<file path="config.mk">
export PLATFORM = sky130hd
export DESIGN_NAME = asic
export DESIGN_NICKNAME = d
export VERILOG_FILES = /design/src/source/asic_pkg.sv /design/src/source/asic.sv /design/src/source/contention.sv /design/src/source/io_ports.sv /design/src/source/memory_pager.sv /design/src/source/video_timing.sv
export SDC_FILE = /design/constraint.sdc
export NUM_CORES = 1
export LEC_CHECK = 0
export BUFFER_PORTS_ARGS = -buffer_cell sky130_fd_sc_hd__buf_2
export CAP_MARGIN = 20
export CORE_ASPECT_RATIO = 0.7
export CORE_MARGIN = 2
export CORE_UTILIZATION = 45
export CTS_BUF_LIST = sky130_fd_sc_hd__clkbuf_8
export DETAILED_ROUTE_END_ITERATION = 10
export PLACE_DENSITY = 0.69
export SYNTH_ARGS = -nofsm -noshare
export SYNTH_HDL_FRONTEND = slang
export SYNTH_HIERARCHICAL = 1
export SYNTH_SLANG_ARGS = --single-unit
export TNS_END_PERCENT = 1
</file>
<file path="constraint.sdc">
create_clock -name clk -period 4.6 [get_ports clk]
set_input_delay 0.92 -clock clk [delete_from_list [all_inputs] [get_ports clk]]
set_output_delay 0.92 -clock clk [all_outputs]
set_load 0.05 [all_outputs]
</file>
<file path="src/source/asic_pkg.sv">
package asic_pkg;

    ////////////////////////////////////////////////////////////////////////////
    // Raster geometry, in pixel clocks and lines
    localparam logic [9:0] h_total     = 10'd768;
    localparam logic [8:0] v_total     = 9'd312;
    localparam logic [9:0] hsync_start = 10'd80;
    localparam logic [9:0] hsync_end   = 10'd144;
    localparam logic [8:0] vsync_start = 9'd244;
    localparam logic [8:0] vsync_end   = 9'd248;
    localparam logic [8:0] v_active    = 9'd192;
    localparam logic [9:0] fetch_start = 10'd256;

    // Interrupt windows
    localparam logic [8:0] vint_line    = 9'd251;
    localparam logic [9:0] vint_h_start = 10'd224;
    localparam logic [9:0] vint_h_end   = 10'd480;
    localparam logic [9:0] rint_h_start = 10'd16;
    localparam logic [9:0] rint_h_end   = 10'd272;

    ////////////////////////////////////////////////////////////////////////////
    // I/O port numbers, decoded on the low address byte
    localparam logic [7:0] port_border  = 8'd254;
    localparam logic [7:0] port_vmpr    = 8'd252;
    localparam logic [7:0] port_hmpr    = 8'd251;
    localparam logic [7:0] port_lmpr    = 8'd250;
    localparam logic [7:0] port_lineint = 8'd249;
    localparam logic [7:0] port_status  = 8'd249;
    // High address byte that selects the keyboard rows
    localparam logic [7:0] port_kbd_row = 8'd255;

    // 16K section boundaries of the CPU address space
    localparam logic [15:0] section_b_base = 16'h4000;
    localparam logic [15:0] section_c_base = 16'h8000;
    localparam logic [15:0] section_d_base = 16'hC000;

    ////////////////////////////////////////////////////////////////////////////
    // Bundled types
    typedef struct packed {
        logic        mreq_n;
        logic        iorq_n;
        logic        rd_n;
        logic        wr_n;
        logic [15:0] addr;
        logic [7:0]  wdata;
    } cpu_bus_t;

    typedef struct packed {
        logic [9:0] hc;
        logic [8:0] vc;
    } beam_t;

    typedef struct packed {
        logic       unused;
        logic [1:0] mode;
        logic [4:0] page;
    } vmpr_t;

    typedef struct packed {
        logic       write_protect_a;
        logic       rom_d;
        logic       rom_a_off;
        logic [4:0] low_page;
    } lmpr_t;

    typedef struct packed {
        logic       external_mem;
        logic [1:0] mode3_clut;
        logic [4:0] high_page;
    } hmpr_t;

    typedef struct packed {
        logic csync;
        logic hsync;
        logic vsync;
    } sync_t;

endpackage

</file>
<file path="src/source/asic.sv">
`timescale 1ns/100ps

module asic
    import asic_pkg::*;
(
    input  logic        clk,
    input  logic        rst_n,
    input  cpu_bus_t    cpu,
    input  logic        ear,
    input  logic [7:0]  keyboard,
    output logic [7:0]  data_to_cpu,
    output logic        data_enable_n,
    output logic        wait_n,
    output logic [18:0] cpuramaddr,
    output logic        romcs_n,
    output logic        ramcs_n,
    output logic        ramwr_n,
    output logic        asic_is_using_ram,
    output logic        mic,
    output logic        beep,
    output logic        rdmsel,
    output sync_t       sync,
    output logic        int_n
);

    beam_t      beam;
    vmpr_t      vmpr;
    lmpr_t      lmpr;
    hmpr_t      hmpr;
    logic [7:0] lineint;
    logic       vint_n;
    logic       rint_n;
    logic       screen_off;
    logic       rom_access;

    ////////////////////////////////////////////////////////////////////////////
    // Video timing and interrupts
    video_timing video_timing_inst (
        .clk     (clk),
        .rst_n   (rst_n),
        .lineint (lineint),
        .beam    (beam),
        .sync    (sync),
        .vint_n  (vint_n),
        .rint_n  (rint_n)
    );

    assign int_n = vint_n & rint_n;

    ////////////////////////////////////////////////////////////////////////////
    // CPU side
    io_ports io_ports_inst (
        .clk           (clk),
        .rst_n         (rst_n),
        .cpu           (cpu),
        .vint_n        (vint_n),
        .rint_n        (rint_n),
        .ear           (ear),
        .keyboard      (keyboard),
        .vmpr          (vmpr),
        .lmpr          (lmpr),
        .hmpr          (hmpr),
        .lineint       (lineint),
        .screen_off    (screen_off),
        .data_to_cpu   (data_to_cpu),
        .data_enable_n (data_enable_n),
        .mic           (mic),
        .beep          (beep),
        .rdmsel        (rdmsel)
    );

    memory_pager memory_pager_inst (
        .cpu        (cpu),
        .lmpr       (lmpr),
        .hmpr       (hmpr),
        .romcs_n    (romcs_n),
        .ramcs_n    (ramcs_n),
        .ramwr_n    (ramwr_n),
        .cpuramaddr (cpuramaddr),
        .rom_access (rom_access)
    );

    contention contention_inst (
        .cpu               (cpu),
        .beam              (beam),
        .vmpr              (vmpr),
        .screen_off        (screen_off),
        .rom_access        (rom_access),
        .wait_n            (wait_n),
        .asic_is_using_ram (asic_is_using_ram)
    );

endmodule

</file>
<file path="src/source/contention.sv">
`timescale 1ns/100ps

module contention
    import asic_pkg::*;
(
    input  cpu_bus_t cpu,
    input  beam_t    beam,
    input  vmpr_t    vmpr,
    input  logic     screen_off,
    input  logic     rom_access,
    output logic     wait_n,
    output logic     asic_is_using_ram
);

    logic fetching;
    logic slot_busy;
    logic mem_contention;
    logic io_contention;
    logic io_cycle;

    // Pixel fetch window, from beam position and screen mode only
    assign fetching = (beam.vc < v_active) && (beam.hc >= fetch_start) && !screen_off;

    // First 10 clocks of every 16 belong to the video side
    assign slot_busy = beam.hc[3:0] < 4'd10;

    ////////////////////////////////////////////////////////////////////////////
    // Contention windows
    assign mem_contention = slot_busy |
                            ((vmpr.mode == 2'd0) && slot_busy &&
                             ((beam.hc < 10'd128) || (beam.hc >= fetch_start)));

    always_comb begin
        if (screen_off) begin
            io_contention = (beam.hc[3:0] == 4'd0) || (beam.hc[3:0] == 4'd1) ||
                            (beam.hc[3:0] == 4'd8) || (beam.hc[3:0] == 4'd9);
        end else begin
            io_contention = slot_busy;
        end
    end

    ////////////////////////////////////////////////////////////////////////////
    // Wait generation, ROM accesses run free
    assign io_cycle = ~cpu.iorq_n & (~cpu.rd_n | ~cpu.wr_n);

    assign wait_n = ~((~cpu.mreq_n & mem_contention & ~rom_access) |
                      (io_cycle & io_contention));

    assign asic_is_using_ram = mem_contention & fetching;

endmodule

</file>
<file path="src/source/io_ports.sv">
`timescale 1ns/100ps

module io_ports
    import asic_pkg::*;
(
    input  logic       clk,
    input  logic       rst_n,
    input  cpu_bus_t   cpu,
    input  logic       vint_n,
    input  logic       rint_n,
    input  logic       ear,
    input  logic [7:0] keyboard,
    output vmpr_t      vmpr,
    output lmpr_t      lmpr,
    output hmpr_t      hmpr,
    output logic [7:0] lineint,
    output logic       screen_off,
    output logic [7:0] data_to_cpu,
    output logic       data_enable_n,
    output logic       mic,
    output logic       beep,
    output logic       rdmsel
);

    logic [7:0] border;
    logic [7:0] port;
    logic       io_write;
    logic       io_read;

    assign port     = cpu.addr[7:0];
    assign io_write = ~cpu.iorq_n & ~cpu.wr_n;
    assign io_read  = ~cpu.iorq_n & ~cpu.rd_n;

    ////////////////////////////////////////////////////////////////////////////
    // Register writes
    always_ff @(posedge clk) begin
        if (!rst_n) begin
            border  <= '0;
            vmpr    <= '0;
            lmpr    <= '0;
            hmpr    <= '0;
            lineint <= 8'hFF;
        end else if (io_write) begin
            case (port)
                port_border:  border  <= cpu.wdata;
                port_vmpr:    vmpr    <= cpu.wdata;
                port_hmpr:    hmpr    <= cpu.wdata;
                port_lmpr:    lmpr    <= cpu.wdata;
                port_lineint: lineint <= cpu.wdata;
                default:      ;
            endcase
        end
    end

    // Screen blanks only in modes 3 and 4
    assign screen_off = border[7] & vmpr.mode[1];

    assign mic    = border[3];
    assign beep   = border[4];
    assign rdmsel = (cpu.addr[15:8] != port_kbd_row);

    ////////////////////////////////////////////////////////////////////////////
    // Read multiplexer
    always_comb begin
        data_to_cpu   = 8'hFF;
        data_enable_n = 1'b1;
        if (io_read) begin
            data_enable_n = 1'b0;
            case (port)
                port_border: data_to_cpu = {screen_off, ear, 1'b0, keyboard[4:0]};
                port_status: data_to_cpu = {keyboard[7:5], 1'b1, vint_n, 2'b11, rint_n};
                port_vmpr:   data_to_cpu = vmpr;
                port_hmpr:   data_to_cpu = hmpr;
                port_lmpr:   data_to_cpu = lmpr;
                default: begin
                    // Unmapped port, bus left to the pull-ups
                    data_to_cpu   = 8'hFF;
                    data_enable_n = 1'b1;
                end
            endcase
        end
    end

endmodule

</file>
<file path="src/source/memory_pager.sv">
`timescale 1ns/100ps

module memory_pager
    import asic_pkg::*;
(
    input  cpu_bus_t    cpu,
    input  lmpr_t       lmpr,
    input  hmpr_t       hmpr,
    output logic        romcs_n,
    output logic        ramcs_n,
    output logic        ramwr_n,
    output logic [18:0] cpuramaddr,
    output logic        rom_access
);

    logic       in_a;
    logic       in_upper;
    logic       in_d;
    logic       rom_hit;
    logic [4:0] page;

    assign in_a     = cpu.addr < section_b_base;
    assign in_upper = cpu.addr >= section_c_base;
    assign in_d     = cpu.addr >= section_d_base;

    ////////////////////////////////////////////////////////////////////////////
    // Chip selects
    assign rom_hit    = (in_a & ~lmpr.rom_a_off) | (in_d & lmpr.rom_d);
    assign rom_access = ~cpu.mreq_n & rom_hit;
    assign romcs_n    = ~rom_access;

    // External memory takes over sections C and D
    assign ramcs_n = cpu.mreq_n | rom_hit | (in_upper & hmpr.external_mem);

    assign ramwr_n = ramcs_n | cpu.wr_n | (in_a & lmpr.write_protect_a);

    ////////////////////////////////////////////////////////////////////////////
    // Page per 16K section
    always_comb begin
        case (cpu.addr[15:14])
            2'b00:   page = lmpr.low_page;
            2'b01:   page = lmpr.low_page + 5'd1;
            2'b10:   page = hmpr.high_page;
            default: page = hmpr.high_page + 5'd1;
        endcase
    end

    assign cpuramaddr = {page, cpu.addr[13:0]};

endmodule

</file>
<file path="src/source/video_timing.sv">
`timescale 1ns/100ps

module video_timing
    import asic_pkg::*;
(
    input  logic       clk,
    input  logic       rst_n,
    input  logic [7:0] lineint,
    output beam_t      beam,
    output sync_t      sync,
    output logic       vint_n,
    output logic       rint_n
);

    logic [9:0] hc;
    logic [8:0] vc;
    logic       in_hsync;
    logic       in_vsync;
    logic       line_match;

    ////////////////////////////////////////////////////////////////////////////
    // Pixel clock and line counters
    always_ff @(posedge clk) begin
        if (!rst_n) begin
            hc <= '0;
            vc <= '0;
        end else if (hc == h_total - 10'd1) begin
            hc <= '0;
            if (vc == v_total - 9'd1) begin
                vc <= '0;
            end else begin
                vc <= vc + 9'd1;
            end
        end else begin
            hc <= hc + 10'd1;
        end
    end

    assign beam.hc = hc;
    assign beam.vc = vc;

    ////////////////////////////////////////////////////////////////////////////
    // Syncs, all active low
    assign in_hsync = (hc >= hsync_start) && (hc < hsync_end);
    assign in_vsync = (vc >= vsync_start) && (vc < vsync_end);

    assign sync.hsync = ~in_hsync;
    assign sync.vsync = ~in_vsync;
    // Composite sync flips polarity for the vsync lines
    assign sync.csync = in_vsync ? in_hsync : ~in_hsync;

    ////////////////////////////////////////////////////////////////////////////
    // Frame and line interrupts
    assign vint_n = ~((vc == vint_line) && (hc >= vint_h_start) && (hc < vint_h_end));

    // Lines past the active area never raise a line interrupt
    assign line_match = ({1'b0, lineint} < v_active) && (vc == {1'b0, lineint});
    assign rint_n = ~(line_match && (hc >= rint_h_start) && (hc < rint_h_end));

endmodule

</file>
==> results.ini <==
[run_status]
outcome = finished clean

[detailed_routing]
drt-vias-per-instance = 5.46
number_of_design_rule_violations_left_after_detail_routing = 0
via_count = 2933
ant_nets = 0
drt_iter0_markers = 183
drt-wirelength-per-cell_um = 15.5
wirelength_um = 8310
drtPass1Iterations = 4

[power_and_ir_drop]
total_net_switching_power_mw = 0.252
cellPowerDensity_nw_per_um2 = 242
power.static_leakage_nw = 1.63
internal_power_mw = 0.668
power.clock.fraction_pct = 35.5
fin_total_pwr_mw = 0.921
sequentialPowerShare_pct = 51.4
power.share.combinational_pct = 13.1
netSwitchingFraction_pct = 27.4
max-vdd-ir-drop_mv = 0.133

[worst_hold_path]
hp-start = io_ports_inst/border[3]
hold-path-cell-count = 2
min_delay_worst_endpoint = io_ports_inst/border[3]
min_path_type = reg -> reg

[setup_path]
timing.reg2reg.setup_slack_ps = 2670
timing.reg2reg.worst_path_depth = 5
r2r-end = video_timing_inst/vc[6]
crit_end_element = output pin
criticalPathCategory = in -> out
data_required_critical_path_ps = 3680
critPathMaxFanout = 13
worstPathCellList = buf_2 > and2b_4 > mux2_1 > ha_1 > nand2_1 > o22ai_1 > xnor2_1 > buf_2
cp_slowest_stage_delay_ps = 320
timing.critical_path.mode_cell = sky130_fd_sc_hd__buf_2
cp_data_arrival_time_ps = 2600
critical_path.reg2reg.startpoint = video_timing_inst/hc[1]
critical_path_start = cpu[23]
cpMaxStageDelayCell = sky130_fd_sc_hd__mux2_1
critical_path.startpoint_type = input pin

[synthesis]
synth_top_flop_cell = sky130_fd_sc_hd__dfxtp_1
postSynth.asyncResetShare_pct = 0
synth_top_area_share_pct = 31.9
syn_area_per_cell_um2 = 8.79
netlist_instances = 386
ys_top_cells_by_area = sky130_fd_sc_hd__dfxtp_1, sky130_fd_sc_hd__mux2i_1, sky130_fd_sc_hd__nand2_1, sky130_fd_sc_hd__buf_4, sky130_fd_sc_hd__xor2_1
synth_compound_gate_area_share_pct = 10.9
synth.largest_area_cell = sky130_fd_sc_hd__dfxtp_1
post_synth_fa_ha_maj_area_fraction_pct = 1.84
synth_seq_area_share_pct = 31.9
synth_xor_area_share_pct = 5.68
synth.area.mux_share_pct = 16.3
ys_seq_elements = 54
netlist-cell-type-count = 63
synth.yosys.warnings = 6
synth_enable_flop_cells = 0
synth-simple-area-share_pct = 25.3
syn-cell-area_um2 = 3390
synth_top_family_by_area = simple AND/OR/NAND/NOR gates
syn_nets = 430

[clocking]
cts_setup_buffers = 0
cts_tree = built
clkTransAtPathRegs_ps = 110
clkSinkCount = 54
cts_hold_buffers = 0
cts.root.buffer_cell = sky130_fd_sc_hd__clkbuf_8
cts_buffer_depth = 2
cts.repair.resized = 0
clk_lat_worst_skew_ps = 320
cts_htree_levels = 2
cts_inserted_buffers = 5

[timing]
worst_slew_pin_slew_ps = 860
finalMaxSlewViolations = 0
final.setup_skew_ps = 12.4
finalHoldViolations = 0
worst_slew_margin_rel_pct = 42.7
min_period_over_period_pct = 76.6
period_minus_slack_ps = 3520
maxClockFrequency_mhz = 284
grt_setup_unrepaired = no
finalSetupViolCount = 0
fin_setup_tns_ps = 0

[placed_design]
hpwl_um = 6440
port-buffer-count = 78
detailed_place.area_um2 = 3680
gp_routability_congestion = 0.877

[die]
die_width_um = 108
fp.coreArea_um2 = 7290
floorplan.rows = 26
dieHeight_um = 76.6
die_area_um2 = 8260
num_io_pins = 79
starting_density_of_the_core_pct = 46.5

[cells_and_area]
final_area_um2 = 3800
antenna_cells = 0
utilization_pct = 52.1
finalNetCount = 482
fill_cells = 700
final_layout_size_suffix_gt1_share_pct = 25.1
area_growth_pct = 12.0

[global_routing]
grt_max_degree = 51
grt_pass1_wl_um = 13700
grt_pass1_vias = 2766
antenna_violations_before_repair = 0
overall_fraction_of_global_route_tracks_in_use_pct = 20.8
grt_overflow_total = 0

[job]
drv_cap = 0

## worst max-delay path by stage
stage / endpoint / cells after the start
after floorplan: cpuramaddr[18] / 7
after global placement: cpuramaddr[18] / 8
after detailed placement: cpuramaddr[18] / 8
after CTS: cpuramaddr[18] / 8
after global routing: cpuramaddr[18] / 8
final: cpuramaddr[18] / 8
## worst max-delay path, delay by kind of cell
| kind | cells | cell delay (ps) |
|---|---|---|
| multiplexers | 1 | 320 |
| AND/OR/NAND/NOR | 2 | 320 |
| XOR/XNOR | 1 | 180 |
| AO/OA/AOI/OAI | 1 | 90 |
| adder cells (fa/ha/maj) | 1 | 230 |
| buffers and inverters | 2 | 540 |
## registers in the layout (all words and copies together) (netlist names)
name and flops:
io_ports_inst/lmpr 8, video_timing_inst/vc 9, io_ports_inst/lineint 8, io_ports_inst/vmpr 8, io_ports_inst/hmpr 8, io_ports_inst/border 3, video_timing_inst/hc 10
## layout make-up
| type | count | area (um^2) | share of cell area [%] |
|---|---|---|---|
| multi-input cells | 286 | 2040 | 53.7 |
| flip-flops and latches | 54 | 1080 | 28.5 |
| repair buffers | 79 | 398 | 10.5 |
| well taps | 98 | 123 | 3.23 |
| clock buffers | 5 | 68.8 | 1.81 |
| clock inverters | 3 | 45.0 | 1.19 |
| inverters | 12 | 45.0 | 1.19 |
## cells by family (layout without fill, tap and decap cells)
logic type / count (synthesis) / in the layout
XOR/XNOR: 22 / 22
multiplexers: 55 / 55
AO/OA/AOI/OAI: 52 / 52
buffers and inverters: 46 / 99
AND/OR/NAND/NOR: 152 / 152
flip-flops: 54 / 54
adder cells (fa/ha/maj): 5 / 5
## cells in the final DEF, fill, tap and decap left out, drive strengths merged, types with 2 or more instances in the layout
master and n:
o22ai 2, nand3b 3, or3 5, and2 3, mux2i 52, nand3 8, o21ai 11, buf 79
a211oi 3, and4b 2, nor2 29, mux2 3, nor2b 2, and2b 3, o31ai 2, nand4b 3
nand4 8, a32o 2, a21oi 14, nand2 63, inv 12, xor2 13, ha 5, nor4 5
o211ai 6, a21o 2, xnor2 9, clkinvlp 2, o221ai 4, and3 4, clkbuf 5, dfxtp 54
nor3 4, nor4b 2, and4 3
## synthesized netlist by cell type, drive strengths merged, types with 4 or more instances
| master | n |
|---|---|
| a21oi | 14 |
| and3 | 4 |
| buf | 27 |
| clkbuf | 7 |
| dfxtp | 54 |
| ha | 5 |
| inv | 12 |
| mux2i | 52 |
| nand2 | 63 |
| nand3 | 8 |
| nand4 | 8 |
| nor2 | 29 |
| nor3 | 4 |
| nor4 | 5 |
| o211ai | 6 |
| o21ai | 11 |
| o221ai | 4 |
| or3 | 5 |
| xnor2 | 9 |
| xor2 | 13 |
## layer usage
metal	global-route usage [%]	vias up	wire [um]
li1	-	1458	-
met1	30.8	1380	4200
met2	30.8	89	3510
met3	4.19	6	528
met4	4.74	0	72
met5	0	-	0
## metrics by stage
step | cells | worst slack [ps] | hold slack (ps)
after floorplan | 386 | 968 | 430
after global placement | 529 | 1200 | 438
after detailed placement | 529 | 1110 | 448
after CTS | 537 | 1110 | 469
after global routing | 537 | 1030 | 487
final | 537 | 1080 | 465
## power by group through the flow
stage	Clock, mW	Sequential [mW]	Combinational (mW)
6_report	0.327	0.473	0.121
5_1_grt	0.353	0.474	0.130
4_1_cts	0.337	0.473	0.121
3_5_place_dp	0	0.484	0.121
3_3_place_gp	0	0.484	0.118
2_1_floorplan	0	0.483	0.0902
Power figures use the tool's default switching activity.
